<file path="config.mk">
export PLATFORM = sky130hd
export DESIGN_NAME = ex_top
export DESIGN_NICKNAME = d
export VERILOG_FILES = /design/src/ex_pkg.sv /design/src/ex_top.sv /design/src/ex_merge.sv /design/src/branch_resolver.sv /design/src/alu_unit.sv /design/src/id_ex_regs.sv /design/src/insn_decoder.sv
export VERILOG_INCLUDE_DIRS = /design/src
export SDC_FILE = /design/constraint.sdc
export NUM_CORES = 1
export LEC_CHECK = 0
export BUFFER_PORTS_ARGS = -buffer_cell sky130_fd_sc_hd__clkbuf_2
export CAP_MARGIN = 20
export CORE_MARGIN = 5
export CORE_UTILIZATION = 40
export DETAILED_ROUTE_END_ITERATION = 16
export PLACE_DENSITY = 0.66
export SETUP_SLACK_MARGIN = 0.1
export SYNTH_ARGS = -nofsm -noshare
export SYNTH_HDL_FRONTEND = slang
export SYNTH_HIERARCHICAL = 1
export SYNTH_SLANG_ARGS = --single-unit
</file>
<file path="constraint.sdc">
create_clock -name clk -period 5.75 [get_ports clk]
set_clock_uncertainty 0.15 [all_clocks]
set_input_delay 1.15 -clock clk [delete_from_list [all_inputs] [get_ports clk]]
set_output_delay 1.15 -clock clk [all_outputs]
set_load 0.1 [all_outputs]
</file>
<file path="src/ex_settings.svh">
`ifndef EX_SETTINGS_SVH
`define EX_SETTINGS_SVH

// Datapath and address width, RV32I
`define EX_XLEN 32

// Register index width
`define EX_REGW 5

// Fill values for a bubble and for x0 reads
`define EX_ZERO_WORD {`EX_XLEN{1'b0}}
`define EX_ZERO_REG {`EX_REGW{1'b0}}

`endif
</file>
<file path="src/ex_pkg.sv">
package ex_pkg;

	// Major opcodes handled by this stage
	localparam logic [6:0] OPC_OP = 7'b0110011;
	localparam logic [6:0] OPC_OP_IMM = 7'b0010011;
	localparam logic [6:0] OPC_LUI = 7'b0110111;
	localparam logic [6:0] OPC_AUIPC = 7'b0010111;
	localparam logic [6:0] OPC_JAL = 7'b1101111;
	localparam logic [6:0] OPC_JALR = 7'b1100111;
	localparam logic [6:0] OPC_BRANCH = 7'b1100011;

	typedef enum logic [3:0] {
		ALU_ADD, ALU_SUB, ALU_SLL, ALU_SLT, ALU_SLTU, ALU_XOR,
		ALU_SRL, ALU_SRA, ALU_OR, ALU_AND, ALU_PASS_B
	} alu_op_e;

	typedef enum logic [2:0] {
		BR_NONE, BR_EQ, BR_NE, BR_LT, BR_GE, BR_LTU, BR_GEU
	} br_cond_e;

	// Register and function fields
	typedef struct packed {
		logic [6:0] funct7;
		logic [4:0] rs2;
		logic [4:0] rs1;
		logic [2:0] funct3;
		logic [4:0] rd;
		logic [6:0] opcode;
	} insn_r_t;

	// Branch layout with its scattered offset bits
	typedef struct packed {
		logic imm12;
		logic [5:0] imm10_5;
		logic [4:0] rs2;
		logic [4:0] rs1;
		logic [2:0] funct3;
		logic [3:0] imm4_1;
		logic imm11;
		logic [6:0] opcode;
	} insn_b_t;

	typedef union packed {
		insn_r_t r;
		insn_b_t b;
	} insn_u;

endpackage

</file>
<file path="src/ex_top.sv">
`timescale 1ns/10ps
`include "ex_settings.svh"

module ex_top
	import ex_pkg::*;
(
	input logic clk,
	input logic rst_i,
	input logic in_valid_i,
	output logic in_ready_o,
	input insn_u insn_i,
	input logic [`EX_XLEN-1:0] pc_i,
	input logic [`EX_XLEN-1:0] rs1_data_i,
	input logic [`EX_XLEN-1:0] rs2_data_i,
	input logic [`EX_XLEN-1:0] pred_pc_i,
	output logic out_valid_o,
	input logic out_ready_i,
	output logic rd_we_o,
	output logic [`EX_REGW-1:0] rd_addr_o,
	output logic [`EX_XLEN-1:0] rd_data_o,
	output logic [`EX_XLEN-1:0] next_pc_o,
	output logic redirect_o,
	output logic illegal_o
);

	// Decode stage outputs
	logic [`EX_XLEN-1:0] dec_imm;
	alu_op_e dec_alu_op;
	br_cond_e dec_br_cond;
	logic dec_src_a_pc, dec_src_b_imm, dec_jal, dec_jalr, dec_rd_we, dec_illegal;
	logic [`EX_REGW-1:0] dec_rd_addr, dec_rs1_addr, dec_rs2_addr;

	// Execute stage fields
	logic ex_valid;
	logic [`EX_XLEN-1:0] ex_imm, ex_pc, ex_pred_pc, ex_rs1_data, ex_rs2_data;
	alu_op_e ex_alu_op;
	br_cond_e ex_br_cond;
	logic ex_src_a_pc, ex_src_b_imm, ex_jal, ex_jalr, ex_rd_we, ex_illegal;
	logic [`EX_REGW-1:0] ex_rd_addr;

	logic [`EX_XLEN-1:0] alu_result, br_next_pc, br_link;
	logic br_mispredict;
	logic stall, flush;

	assign stall = ex_valid && !out_ready_i;
	assign in_ready_o = !stall;

	insn_decoder u_decoder (
		.insn_i(insn_i),
		.imm_o(dec_imm),
		.alu_op_o(dec_alu_op),
		.src_a_pc_o(dec_src_a_pc),
		.src_b_imm_o(dec_src_b_imm),
		.br_cond_o(dec_br_cond),
		.jal_o(dec_jal),
		.jalr_o(dec_jalr),
		.rd_we_o(dec_rd_we),
		.rd_addr_o(dec_rd_addr),
		.rs1_addr_o(dec_rs1_addr),
		.rs2_addr_o(dec_rs2_addr),
		.illegal_o(dec_illegal)
	);

	id_ex_regs u_id_ex (
		.clk(clk),
		.rst_i(rst_i),
		.flush_i(flush),
		.stall_i(stall),
		.valid_i(in_valid_i),
		.imm_i(dec_imm),
		.alu_op_i(dec_alu_op),
		.src_a_pc_i(dec_src_a_pc),
		.src_b_imm_i(dec_src_b_imm),
		.br_cond_i(dec_br_cond),
		.jal_i(dec_jal),
		.jalr_i(dec_jalr),
		.rd_we_i(dec_rd_we),
		.rd_addr_i(dec_rd_addr),
		.rs1_addr_i(dec_rs1_addr),
		.rs2_addr_i(dec_rs2_addr),
		.illegal_i(dec_illegal),
		.pc_i(pc_i),
		.pred_pc_i(pred_pc_i),
		.rs1_data_i(rs1_data_i),
		.rs2_data_i(rs2_data_i),
		.valid_o(ex_valid),
		.imm_o(ex_imm),
		.alu_op_o(ex_alu_op),
		.src_a_pc_o(ex_src_a_pc),
		.src_b_imm_o(ex_src_b_imm),
		.br_cond_o(ex_br_cond),
		.jal_o(ex_jal),
		.jalr_o(ex_jalr),
		.rd_we_o(ex_rd_we),
		.rd_addr_o(ex_rd_addr),
		.illegal_o(ex_illegal),
		.pc_o(ex_pc),
		.pred_pc_o(ex_pred_pc),
		.rs1_data_o(ex_rs1_data),
		.rs2_data_o(ex_rs2_data)
	);

	alu_unit u_alu (
		.alu_op_i(ex_alu_op),
		.src_a_pc_i(ex_src_a_pc),
		.src_b_imm_i(ex_src_b_imm),
		.rs1_data_i(ex_rs1_data),
		.rs2_data_i(ex_rs2_data),
		.pc_i(ex_pc),
		.imm_i(ex_imm),
		.result_o(alu_result)
	);

	branch_resolver u_branch (
		.br_cond_i(ex_br_cond),
		.jal_i(ex_jal),
		.jalr_i(ex_jalr),
		.pc_i(ex_pc),
		.imm_i(ex_imm),
		.rs1_data_i(ex_rs1_data),
		.rs2_data_i(ex_rs2_data),
		.pred_pc_i(ex_pred_pc),
		.next_pc_o(br_next_pc),
		.link_o(br_link),
		.mispredict_o(br_mispredict)
	);

	ex_merge u_merge (
		.clk(clk),
		.rst_i(rst_i),
		.valid_i(ex_valid),
		.out_ready_i(out_ready_i),
		.rd_we_i(ex_rd_we),
		.rd_addr_i(ex_rd_addr),
		.illegal_i(ex_illegal),
		.jal_i(ex_jal),
		.jalr_i(ex_jalr),
		.alu_result_i(alu_result),
		.link_i(br_link),
		.next_pc_i(br_next_pc),
		.mispredict_i(br_mispredict),
		.out_valid_o(out_valid_o),
		.rd_we_o(rd_we_o),
		.rd_addr_o(rd_addr_o),
		.rd_data_o(rd_data_o),
		.next_pc_o(next_pc_o),
		.redirect_o(redirect_o),
		.illegal_o(illegal_o),
		.flush_o(flush)
	);

endmodule

</file>
<file path="src/ex_merge.sv">
`timescale 1ns/10ps
`include "ex_settings.svh"

module ex_merge (
	input logic clk,
	input logic rst_i,
	input logic valid_i,
	input logic out_ready_i,
	input logic rd_we_i,
	input logic [`EX_REGW-1:0] rd_addr_i,
	input logic illegal_i,
	input logic jal_i,
	input logic jalr_i,
	input logic [`EX_XLEN-1:0] alu_result_i,
	input logic [`EX_XLEN-1:0] link_i,
	input logic [`EX_XLEN-1:0] next_pc_i,
	input logic mispredict_i,
	output logic out_valid_o,
	output logic rd_we_o,
	output logic [`EX_REGW-1:0] rd_addr_o,
	output logic [`EX_XLEN-1:0] rd_data_o,
	output logic [`EX_XLEN-1:0] next_pc_o,
	output logic redirect_o,
	output logic illegal_o,
	output logic flush_o
);

	assign out_valid_o = valid_i;
	assign rd_we_o = valid_i && rd_we_i;
	assign rd_addr_o = rd_addr_i;
	assign rd_data_o = (jal_i || jalr_i) ? link_i : alu_result_i; // Jumps write the return address
	assign next_pc_o = next_pc_i;
	assign redirect_o = valid_i && mispredict_i;
	assign illegal_o = valid_i && illegal_i;

	// Wrong path is only known once the result leaves
	assign flush_o = redirect_o && out_ready_i;

	a_redirect_valid: assert property (@(posedge clk) disable iff (rst_i)
		redirect_o |-> out_valid_o);

	// Held result must not change until it is taken
	a_out_hold: assert property (@(posedge clk) disable iff (rst_i)
		out_valid_o && !out_ready_i |=> out_valid_o
			&& $stable({rd_we_o, rd_addr_o, rd_data_o, next_pc_o, redirect_o, illegal_o}));

endmodule

</file>
<file path="src/branch_resolver.sv">
`timescale 1ns/10ps
`include "ex_settings.svh"

module branch_resolver
	import ex_pkg::*;
(
	input br_cond_e br_cond_i,
	input logic jal_i,
	input logic jalr_i,
	input logic [`EX_XLEN-1:0] pc_i,
	input logic [`EX_XLEN-1:0] imm_i,
	input logic [`EX_XLEN-1:0] rs1_data_i,
	input logic [`EX_XLEN-1:0] rs2_data_i,
	input logic [`EX_XLEN-1:0] pred_pc_i,
	output logic [`EX_XLEN-1:0] next_pc_o,
	output logic [`EX_XLEN-1:0] link_o,
	output logic mispredict_o
);

	logic eq, lt_s, lt_u;
	logic taken;
	logic [`EX_XLEN-1:0] pc_target, jalr_sum;

	assign eq = (rs1_data_i == rs2_data_i);
	assign lt_s = ($signed(rs1_data_i) < $signed(rs2_data_i));
	assign lt_u = (rs1_data_i < rs2_data_i);

	always_comb
	begin
		case (br_cond_i)
			BR_EQ: taken = eq;
			BR_NE: taken = !eq;
			BR_LT: taken = lt_s;
			BR_GE: taken = !lt_s;
			BR_LTU: taken = lt_u;
			BR_GEU: taken = !lt_u;
			default: taken = 1'b0;
		endcase
	end

	assign pc_target = pc_i + imm_i;
	assign jalr_sum = rs1_data_i + imm_i;
	assign link_o = pc_i + 'd4;

	always_comb
	begin
		if (jalr_i)
			next_pc_o = {jalr_sum[`EX_XLEN-1:1], 1'b0}; // Target LSB is dropped
		else if (jal_i || taken)
			next_pc_o = pc_target;
		else
			next_pc_o = link_o;
	end

	assign mispredict_o = (next_pc_o != pred_pc_i);

endmodule

</file>
<file path="src/alu_unit.sv">
`timescale 1ns/10ps
`include "ex_settings.svh"

module alu_unit
	import ex_pkg::*;
(
	input alu_op_e alu_op_i,
	input logic src_a_pc_i,
	input logic src_b_imm_i,
	input logic [`EX_XLEN-1:0] rs1_data_i,
	input logic [`EX_XLEN-1:0] rs2_data_i,
	input logic [`EX_XLEN-1:0] pc_i,
	input logic [`EX_XLEN-1:0] imm_i,
	output logic [`EX_XLEN-1:0] result_o
);

	logic [`EX_XLEN-1:0] op_a, op_b;
	logic [4:0] shamt;
	logic lt_s, lt_u;

	assign op_a = src_a_pc_i ? pc_i : rs1_data_i; // AUIPC uses the PC
	assign op_b = src_b_imm_i ? imm_i : rs2_data_i;
	assign shamt = op_b[4:0];

	assign lt_s = ($signed(op_a) < $signed(op_b));
	assign lt_u = (op_a < op_b);

	always_comb
	begin
		case (alu_op_i)
			ALU_ADD: result_o = op_a + op_b;
			ALU_SUB: result_o = op_a - op_b;
			ALU_SLL: result_o = op_a << shamt;
			ALU_SLT: result_o = {{(`EX_XLEN-1){1'b0}}, lt_s};
			ALU_SLTU: result_o = {{(`EX_XLEN-1){1'b0}}, lt_u};
			ALU_XOR: result_o = op_a ^ op_b;
			ALU_SRL: result_o = op_a >> shamt;
			ALU_SRA: result_o = $unsigned($signed(op_a) >>> shamt);
			ALU_OR: result_o = op_a | op_b;
			ALU_AND: result_o = op_a & op_b;
			ALU_PASS_B: result_o = op_b; // LUI
			default: result_o = `EX_ZERO_WORD;
		endcase
	end

endmodule

</file>
<file path="src/id_ex_regs.sv">
`timescale 1ns/10ps
`include "ex_settings.svh"

module id_ex_regs
	import ex_pkg::*;
(
	input logic clk,
	input logic rst_i,
	input logic flush_i,
	input logic stall_i,
	input logic valid_i,
	input logic [`EX_XLEN-1:0] imm_i,
	input alu_op_e alu_op_i,
	input logic src_a_pc_i,
	input logic src_b_imm_i,
	input br_cond_e br_cond_i,
	input logic jal_i,
	input logic jalr_i,
	input logic rd_we_i,
	input logic [`EX_REGW-1:0] rd_addr_i,
	input logic [`EX_REGW-1:0] rs1_addr_i,
	input logic [`EX_REGW-1:0] rs2_addr_i,
	input logic illegal_i,
	input logic [`EX_XLEN-1:0] pc_i,
	input logic [`EX_XLEN-1:0] pred_pc_i,
	input logic [`EX_XLEN-1:0] rs1_data_i,
	input logic [`EX_XLEN-1:0] rs2_data_i,
	output logic valid_o,
	output logic [`EX_XLEN-1:0] imm_o,
	output alu_op_e alu_op_o,
	output logic src_a_pc_o,
	output logic src_b_imm_o,
	output br_cond_e br_cond_o,
	output logic jal_o,
	output logic jalr_o,
	output logic rd_we_o,
	output logic [`EX_REGW-1:0] rd_addr_o,
	output logic illegal_o,
	output logic [`EX_XLEN-1:0] pc_o,
	output logic [`EX_XLEN-1:0] pred_pc_o,
	output logic [`EX_XLEN-1:0] rs1_data_o,
	output logic [`EX_XLEN-1:0] rs2_data_o
);

	// Control fields, a flush turns the slot into a bubble
	always_ff @(posedge clk)
	begin
		if (rst_i || flush_i)
		begin
			valid_o <= 1'b0;
			rd_we_o <= 1'b0;
			br_cond_o <= BR_NONE;
			jal_o <= 1'b0;
			jalr_o <= 1'b0;
			illegal_o <= 1'b0;
		end
		else if (!stall_i)
		begin
			valid_o <= valid_i;
			rd_we_o <= rd_we_i;
			br_cond_o <= br_cond_i;
			jal_o <= jal_i;
			jalr_o <= jalr_i;
			illegal_o <= illegal_i;
		end
	end

	always_ff @(posedge clk)
	begin
		if (!stall_i)
		begin
			imm_o <= imm_i;
			alu_op_o <= alu_op_i;
			src_a_pc_o <= src_a_pc_i;
			src_b_imm_o <= src_b_imm_i;
			rd_addr_o <= rd_addr_i;
			pc_o <= pc_i;
			pred_pc_o <= pred_pc_i;
			// x0 always reads as zero
			rs1_data_o <= (rs1_addr_i == `EX_ZERO_REG) ? `EX_ZERO_WORD : rs1_data_i;
			rs2_data_o <= (rs2_addr_i == `EX_ZERO_REG) ? `EX_ZERO_WORD : rs2_data_i;
		end
	end

	a_stall_hold: assert property (@(posedge clk) disable iff (rst_i)
		stall_i && !flush_i |=> $stable({valid_o, imm_o, alu_op_o, src_a_pc_o, src_b_imm_o,
			br_cond_o, jal_o, jalr_o, rd_we_o, rd_addr_o, illegal_o, pc_o, pred_pc_o,
			rs1_data_o, rs2_data_o}));

	a_flush_bubble: assert property (@(posedge clk) disable iff (rst_i)
		flush_i |=> !valid_o);

endmodule

</file>
<file path="src/insn_decoder.sv">
`timescale 1ns/10ps
`include "ex_settings.svh"

module insn_decoder
	import ex_pkg::*;
(
	input insn_u insn_i,
	output logic [`EX_XLEN-1:0] imm_o,
	output alu_op_e alu_op_o,
	output logic src_a_pc_o,
	output logic src_b_imm_o,
	output br_cond_e br_cond_o,
	output logic jal_o,
	output logic jalr_o,
	output logic rd_we_o,
	output logic [`EX_REGW-1:0] rd_addr_o,
	output logic [`EX_REGW-1:0] rs1_addr_o,
	output logic [`EX_REGW-1:0] rs2_addr_o,
	output logic illegal_o
);

	logic [`EX_XLEN-1:0] imm_i_type, imm_b_type, imm_u_type, imm_j_type;
	logic alt; // Bit 30, picks SUB and SRA
	logic rd_nz;
	alu_op_e arith_op;
	br_cond_e cond;

	assign alt = insn_i.r.funct7[5];
	assign rd_nz = (insn_i.r.rd != `EX_ZERO_REG);
	assign rd_addr_o = insn_i.r.rd;

	assign imm_i_type = {{(`EX_XLEN-12){insn_i.r.funct7[6]}}, insn_i.r.funct7, insn_i.r.rs2};
	assign imm_u_type = {insn_i.r.funct7, insn_i.r.rs2, insn_i.r.rs1, insn_i.r.funct3, 12'b0};
	assign imm_b_type = {{(`EX_XLEN-13){insn_i.b.imm12}}, insn_i.b.imm12, insn_i.b.imm11,
		insn_i.b.imm10_5, insn_i.b.imm4_1, 1'b0};
	assign imm_j_type = {{(`EX_XLEN-20){insn_i.r.funct7[6]}}, insn_i.r.rs1, insn_i.r.funct3,
		insn_i.r.rs2[0], insn_i.r.funct7[5:0], insn_i.r.rs2[4:1], 1'b0};

	// Shared by OP and OP-IMM, SUB only exists in the register form
	always_comb
	begin
		case (insn_i.r.funct3)
			3'b000: arith_op = (alt && insn_i.r.opcode == OPC_OP) ? ALU_SUB : ALU_ADD;
			3'b001: arith_op = ALU_SLL;
			3'b010: arith_op = ALU_SLT;
			3'b011: arith_op = ALU_SLTU;
			3'b100: arith_op = ALU_XOR;
			3'b101: arith_op = alt ? ALU_SRA : ALU_SRL;
			3'b110: arith_op = ALU_OR;
			default: arith_op = ALU_AND;
		endcase
	end

	always_comb
	begin
		case (insn_i.b.funct3)
			3'b000: cond = BR_EQ;
			3'b001: cond = BR_NE;
			3'b100: cond = BR_LT;
			3'b101: cond = BR_GE;
			3'b110: cond = BR_LTU;
			3'b111: cond = BR_GEU;
			default: cond = BR_NONE; // Reserved encodings fall through
		endcase
	end

	always_comb
	begin
		imm_o = imm_i_type;
		alu_op_o = ALU_ADD;
		src_a_pc_o = 1'b0;
		src_b_imm_o = 1'b0;
		br_cond_o = BR_NONE;
		jal_o = 1'b0;
		jalr_o = 1'b0;
		rd_we_o = rd_nz;
		rs1_addr_o = insn_i.r.rs1;
		rs2_addr_o = `EX_ZERO_REG; // Only OP and BRANCH read rs2
		illegal_o = 1'b0;
		case (insn_i.r.opcode)
			OPC_OP:
			begin
				alu_op_o = arith_op;
				rs2_addr_o = insn_i.r.rs2;
			end
			OPC_OP_IMM:
			begin
				alu_op_o = arith_op;
				src_b_imm_o = 1'b1;
			end
			OPC_LUI:
			begin
				imm_o = imm_u_type;
				alu_op_o = ALU_PASS_B;
				src_b_imm_o = 1'b1;
				rs1_addr_o = `EX_ZERO_REG;
			end
			OPC_AUIPC:
			begin
				imm_o = imm_u_type;
				src_a_pc_o = 1'b1;
				src_b_imm_o = 1'b1;
				rs1_addr_o = `EX_ZERO_REG;
			end
			OPC_JAL:
			begin
				imm_o = imm_j_type;
				jal_o = 1'b1;
				rs1_addr_o = `EX_ZERO_REG;
			end
			OPC_JALR: jalr_o = 1'b1;
			OPC_BRANCH:
			begin
				imm_o = imm_b_type;
				br_cond_o = cond;
				rd_we_o = 1'b0;
				rs2_addr_o = insn_i.b.rs2;
			end
			default:
			begin
				rd_we_o = 1'b0;
				rs1_addr_o = `EX_ZERO_REG;
				illegal_o = 1'b1;
			end
		endcase
	end

endmodule

</file>
=== Word level (Yosys, flattened, before mapping) ===
Index checks and enable logic that the tools add are counted.

* Register bits after elaboration: 179
* Input port bits: 164
* Output and inout bits: 74

* Add/sub/neg operators: 5
* Order comparisons: 4
* Eq/ne operators: 32
* Shift-type cells: 3
* Multiplexer cells: 22
* Bitwise operators: 3
* Reduce and logical (&&, ||, !) cells: 26

{| class="wikitable"
|+ Operators with widths
! kind !! count
|-
| 32-bit one-hot mux with 11 select lines || 1
|-
| 32-bit 2-to-1 mux || 5
|-
| 32-bit < comparator || 4
|-
| 32-bit adder || 3
|-
| 31-bit one-hot mux with 3 select lines || 1
|-
| 32-bit by 3-bit adder with 32-bit output, second input constant || 1
|-
| 32-bit AND || 1
|-
| 32-bit equality test || 1
|-
| 32-bit != test || 1
|-
| 32-bit OR || 1
|-
| 32-bit by 5-bit left shift with 32-bit output || 1
|-
| 32-bit by 5-bit right shift with 32-bit output || 1
|-
| 32-bit by 5-bit >>> shifter with 32-bit output || 1
|-
| 32-bit subtractor || 1
|-
| 32-bit XOR || 1
|-
| 4-bit one-hot mux with 7 select lines || 1
|-
| 3-bit equality test, second input constant || 7
|-
| 7-bit equality test, second input constant || 3
|-
| 3-bit one-hot mux with 6 select lines || 1
|-
| 4-bit by 3-bit equality test with 1-bit output, second input constant || 4
|-
| 7-bit by 5-bit equality test with 1-bit output, second input constant || 2
|-
| 7-bit by 6-bit equality test with 1-bit output, second input constant || 2
|-
| 3-bit by 2-bit equality test with 1-bit output, second input constant || 4
|-
| 4-bit equality test, second input constant || 3
|-
| other kinds (20) || 44
|}

=== Longest topological paths before layout ===
* Depth in word-level cells: 10
* Gate-level depth with buffers: 21

=== Cells and area by module ===
The synthesis kept the hierarchy.

{| class="wikitable"
|+ By module, submodules not included
! module !! instances !! cells an instance !! area an instance (µm²) !! sequential area each (µm²)
|-
| alu_unit || 1 || 1474 || 9524.1 || 0.0
|-
| branch_resolver || 1 || 993 || 6705.2 || 0.0
|-
| id_ex_regs || 1 || 279 || 6063.3 || 5295.1
|-
| ex_merge || 1 || 78 || 730.7 || 0.0
|-
| insn_decoder || 1 || 99 || 693.2 || 0.0
|-
| ex_top || 1 || 2 || 12.5 || 0.0
|}

=== Least setup slack after synthesis ===
OpenSTA, ideal clock, no wires.

* Path type: flip-flop to output port
* Start point: reg u_id_ex.src_b_imm_o
* End point: out rd_data_o[28]
* Data arrival time: 4585 ps
* Data required time: 4450 ps
* Setup slack: -135 ps
* Stages on the path, launching flop included: 20
* Path buffers: 4
* Cells stage by stage: edfxtp_1 > buf_6 > mux2i_1 > inv_1 > buf_2 > clkbuf_1 > buf_1 > ha_1 > inv_1 > fa_1 > nor2b_1 > o21bai_1 > a211o_1 > a32oi_2 > a41oi_1 > or3_1 > nand4_1 > o31ai_1 > a211o_1 > mux2_2

* Longest elaborated chain between the ends: 4
* Elaborated cells on any way between the ends: 11
* Classes of those cells: 2 x add/sub; 3 x shift; 3 x mux; 3 x bitwise

{| class="wikitable"
|+ Ends and longest elaborated chain
! item !! line !! text
|-
| start: declaration || id_ex_regs.sv:32 || <nowiki>output logic src_b_imm_o,</nowiki>
|-
| start signal: assignment || id_ex_regs.sv:75 || <nowiki>src_b_imm_o <= src_b_imm_i;</nowiki>
|-
| 32-bit 2-to-1 mux (*) || alu_unit.sv:22 || <nowiki>assign op_b = src_b_imm_i ? imm_i : rs2_data_i;</nowiki>
|-
| 32-bit subtractor (tied with other cells) || alu_unit.sv:32 || <nowiki>ALU_SUB: result_o = op_a - op_b;</nowiki>
|-
| 32-bit one-hot mux with 11 select lines (*) || alu_unit.sv:30 || <nowiki>case (alu_op_i)</nowiki>
|-
| via alu_result[28] || ex_top.sv:41 || <nowiki>logic [`EX_XLEN-1:0] alu_result, br_next_pc, br_link;</nowiki>
|-
| 32-bit 2-to-1 mux (*) || ex_merge.sv:31 || <nowiki>assign rd_data_o = (jal_i || jalr_i) ? link_i : alu_result_i;</nowiki>
|-
| end: declaration || ex_top.sv:20 || <nowiki>output logic [`EX_XLEN-1:0] rd_data_o,</nowiki>
|}

Mark *: on every way through the listed nets, which the timed path passes. The rest lies on a longest branch.

=== Worst setup path after layout ===
* Start point: reg u_id_ex.rs1_data_o[17]
* End point: out redirect_o

* Longest elaborated chain between the ends: 8
* Elaborated cells on any way between the ends: 13
* Classes of those cells: 1 x add/sub; 2 x order compare; 2 x eq/ne; 3 x mux; 5 x reduce/logical

{| class="wikitable"
|+ Ends and longest elaborated chain
! item !! line !! text
|-
| start: declaration || id_ex_regs.sv:41 || <nowiki>output logic [`EX_XLEN-1:0] rs1_data_o,</nowiki>
|-
| start signal: assignment || id_ex_regs.sv:80 || <nowiki>rs1_data_o <= (rs1_addr_i == `EX_ZERO_REG) ? `EX_ZERO_WORD : rs1_data_i;</nowiki>
|-
| 32-bit < comparator (tied with other cells) || branch_resolver.sv:26 || <nowiki>assign lt_u = (rs1_data_i < rs2_data_i);</nowiki>
|-
| 1-bit zero test, on equally long branches || branch_resolver.sv:36, branch_resolver.sv:32, branch_resolver.sv:34 ||
|-
| 1-bit one-hot mux with 6 select lines || branch_resolver.sv:30 || <nowiki>case (br_cond_i)</nowiki>
|-
| 1-bit logical OR || branch_resolver.sv:49 || <nowiki>else if (jal_i || taken)</nowiki>
|-
| 32-bit 2-to-1 mux || branch_resolver.sv:49 ||
|-
| 32-bit 2-to-1 mux (*) || branch_resolver.sv:47 || <nowiki>if (jalr_i)</nowiki>
|-
| 32-bit != test (*) || branch_resolver.sv:55 || <nowiki>assign mispredict_o = (next_pc_o != pred_pc_i);</nowiki>
|-
| via br_mispredict || ex_top.sv:42 || <nowiki>logic br_mispredict;</nowiki>
|-
| 1-bit logical AND (*) || ex_merge.sv:33 || <nowiki>assign redirect_o = valid_i && mispredict_i;</nowiki>
|-
| end: declaration || ex_top.sv:22 || <nowiki>output logic redirect_o,</nowiki>
|}

Marks and branches as above.

==> impl_metrics.toml <==
[outcome]
status = "finished, violations left"
violations = "negative setup slack"

[finish]
stdcell_area_um2 = 33300
num_antenna_cells = 0
nets = 3973
fillers = 5298
syn2layout_area_growth_pct = 40.2
final_core_util_pct = 56.5
drive_gt1_share_pct = 35.3
layout.cells.most_common = "buf_4"
layout.cells.non_filler = 4397
final_cell_mix = "580 x buf_4, 244 x nor2_1, 224 x nand2_1"

[yosys]
ys.flop_type = "edfxtp_1"
ys_types = 106
yosys.area.top_type = "edfxtp_1"
synth_edf_count = 171
synth_seq_area_share_pct = 22.3
ys_ff_latch = 179
synth_area_leaders = "edfxtp_1 22%, ha_1 10%, mux2i_1 6.6%"
async_flop_share_pct = 0
synth_cells = 2925
syn_area_um2 = 23700
syn_nets = 3287
synth_area_per_cell_um2 = 8.11
synth_top_cell_area_share_pct = 21.6
yosysWarnings = 6

[clock_tree]
clk_latency_ps = 460
clkTransAtPathRegs_ps = 70
clk_root_buffer_cell = "clkbuf_16"
htreeDepth = 4
cts_tree = "done"
clockBufferDepth = 2
clock-sinks = 179
cts_inserted_buffers = 17

[drt]
remaining_drc_errors = 0
route.final.wire_length_um = 115000
via_per_inst = 6.24
drt_iter0_markers = 3310
antenna_left = 0
num_vias = 27400
detail_route.wl_per_cell_um = 26.1
first_pass_iters = 6

[placement]
place_area_um2 = 29700
placed_cells = 4280
gp_congestion = 1.06
port_buffers = 237
pre_cts_ws_ps = -391
hpwl_um = 91700

[setup_path]
reg2reg_slack_ps = 550
reg2reg_from = "u_id_ex/rs1_data_o[17]$_SDFFCE_PN0N_"
startpoint = "u_id_ex/rs1_data_o[17]$_SDFFCE_PN0N_"
worstSetupEndpointType = "primary output"
cp_max_fo = 11
r2r_cells = 19
cp-start-kind = "flip-flop"
critPathKind = "reg2out"
cp.required_ps = 4450
rr_endpoint = "u_id_ex/rd_we_o$_SDFFE_PP0N_"
crit_end = "redirect_o"
cp_data_arrival_time_ps = 5070

[grt]
first_global_vias = 26000
grt_first_pass_wirelength_um = 163000
use_met3_pct = 4.49
grt_use_met2_pct = 54.4
grt-ovfl-total = 0
top_usage_layer = "met2"
grt_max_degree = 108
grt_use_met1_pct = 43.5
antenna_found_initial = 2
track_usage_pct = 33.5

[timing]
worst_slew_pin_slew_ps = 1080
finalHoldViolCount = 0
setup_ws_ps = -617
whs_ps = 373
fin_crit_ps = 6370
drv_slew = 0
max-slew-margin-rel_pct = 27.9
rsz0062_at_grt = "true"
finalCritPeriodShare_pct = 111
setup_viol = 15
fmax_mhz = 157

[pwr]
power_density_nw_per_um2 = 228
peakVddDrop_uv = 310
leakagePower_nw = 14.5

[die]
dieArea_um2 = 64300
pin_count = 238
initial_utilization_pct = 40.3
design.core.area_um2 = 58900
row_count = 89
die_h_um = 254
die_w_um = 254

[worst_hold_path]
min_path_type = "reg2reg"
hold_depth = 2

[run]
maxCapViolCount = 0
-- worst max-delay path, cell delays in order (launching register included) --
cell	delay (ps)
edfxtp_1	400
ha_1	330
a21oi_2	160
o21ai_0	120
a221oi_1	370
o21ai_2	210
o31ai_1	260
nand3b_1	170
or3_4	440
buf_6	150
bufbuf_16	280
nand3b_1	80
a21oi_1	70
a2111oi_1	430
nand4_1	200
nor4_2	320
o2111ai_2	250
and2_4	230
buf_12	160
-- state kept, by name, summed over array words and instances (netlist names) --
name	cells
u_id_ex/src_a_pc_o	1
u_id_ex/imm_o	32
u_id_ex/rs2_data_o	32
u_id_ex/jalr_o	1
u_id_ex/rs1_data_o	32
u_id_ex/alu_op_o	4
u_id_ex/pc_o	32
u_id_ex/illegal_o	1
u_id_ex/jal_o	1
u_id_ex/src_b_imm_o	1
u_id_ex/pred_pc_o	32
u_id_ex/rd_we_o	1
u_id_ex/rd_addr_o	5
u_id_ex/br_cond_o	3
u_id_ex/valid_o	1
-- power breakdown --
part / switching (mW) / total (mW) / internal, mW
registers: 0.109 / 1.63 / 1.52
logic: 2.78 / 4.70 / 1.92
clock network: 0.556 / 1.25 / 0.697
total: 3.45 / 7.58 / 4.14
-- layout make-up --
| cell class | count | area, µm² | share of cell area [%] |
|---|---|---|---|
| Clock inverter | 12 | 170 | 0.512 |
| Inverter | 184 | 713 | 2.14 |
| Multi-Input combinational cell | 2350 | 18400 | 55.4 |
| Timing Repair Buffer | 879 | 7240 | 21.8 |
| Sequential cell | 179 | 5300 | 15.9 |
| Clock buffer | 20 | 437 | 1.31 |
| Tap cell | 773 | 967 | 2.91 |
-- synth_stat cells, drive strengths merged, types with 58 or more instances --
cell    instances
o21ai         171
edfxtp        171
mux2i         159
nand2         228
buf           115
a21boi         68
nand3          58
xnor2          86
nor3           72
clkbuf         97
a21oi         230
inv           182
ha            194
nor2          265
-- what timing repair did --
item,4_1_cts,5_1_grt
pin swaps,103,90
hold buffers,0,0
cloned,2,3
hold endpoints to repair,0,0
gates resized for setup,285,226
setup endpoints to repair,53,56
buffers inserted,56,29
-- how the worst min path moves through the flow --
stage                                              start                        endpoint  slack, ps
after floorplan             u_id_ex/rd_we_o$_SDFFE_PP0N_    u_id_ex/rd_we_o$_SDFFE_PP0N_        300
after global routing      u_id_ex/illegal_o$_SDFFE_PP0N_  u_id_ex/illegal_o$_SDFFE_PP0N_        400
after detailed placement  u_id_ex/illegal_o$_SDFFE_PP0N_  u_id_ex/illegal_o$_SDFFE_PP0N_        330
final                     u_id_ex/illegal_o$_SDFFE_PP0N_  u_id_ex/illegal_o$_SDFFE_PP0N_        370
after global placement      u_id_ex/rd_we_o$_SDFFE_PP0N_    u_id_ex/rd_we_o$_SDFFE_PP0N_        340
after CTS                 u_id_ex/illegal_o$_SDFFE_PP0N_  u_id_ex/illegal_o$_SDFFE_PP0N_        360
-- logic make-up after synthesis --
logic type      share of synthesized area, %
compound gates                          27.7
simple gates                            17.4
buf+inv                                 7.82
mux                                     9.53
fa+ha+maj                               10.6
flops                                   22.3
xor+xnor                                4.70
-- routing by layer --
layer	part of all wire, %	vias up
li1	-	12300
met1	39	13000
met2	45	1709
met3	8.7	417
met4	7.2	4
met5	0.028	-
-- metrics by stage --
step           total power [mW]  setup TNS [ps]
5_1_grt                    7.85           -3550
6_report                   7.58           -2270
3_3_place_gp               5.69            -525
4_1_cts                    7.25           -1910
2_1_floorplan              4.02               0
3_5_place_dp               5.69            -593
No activity file was read; power rests on OpenSTA's default activity.
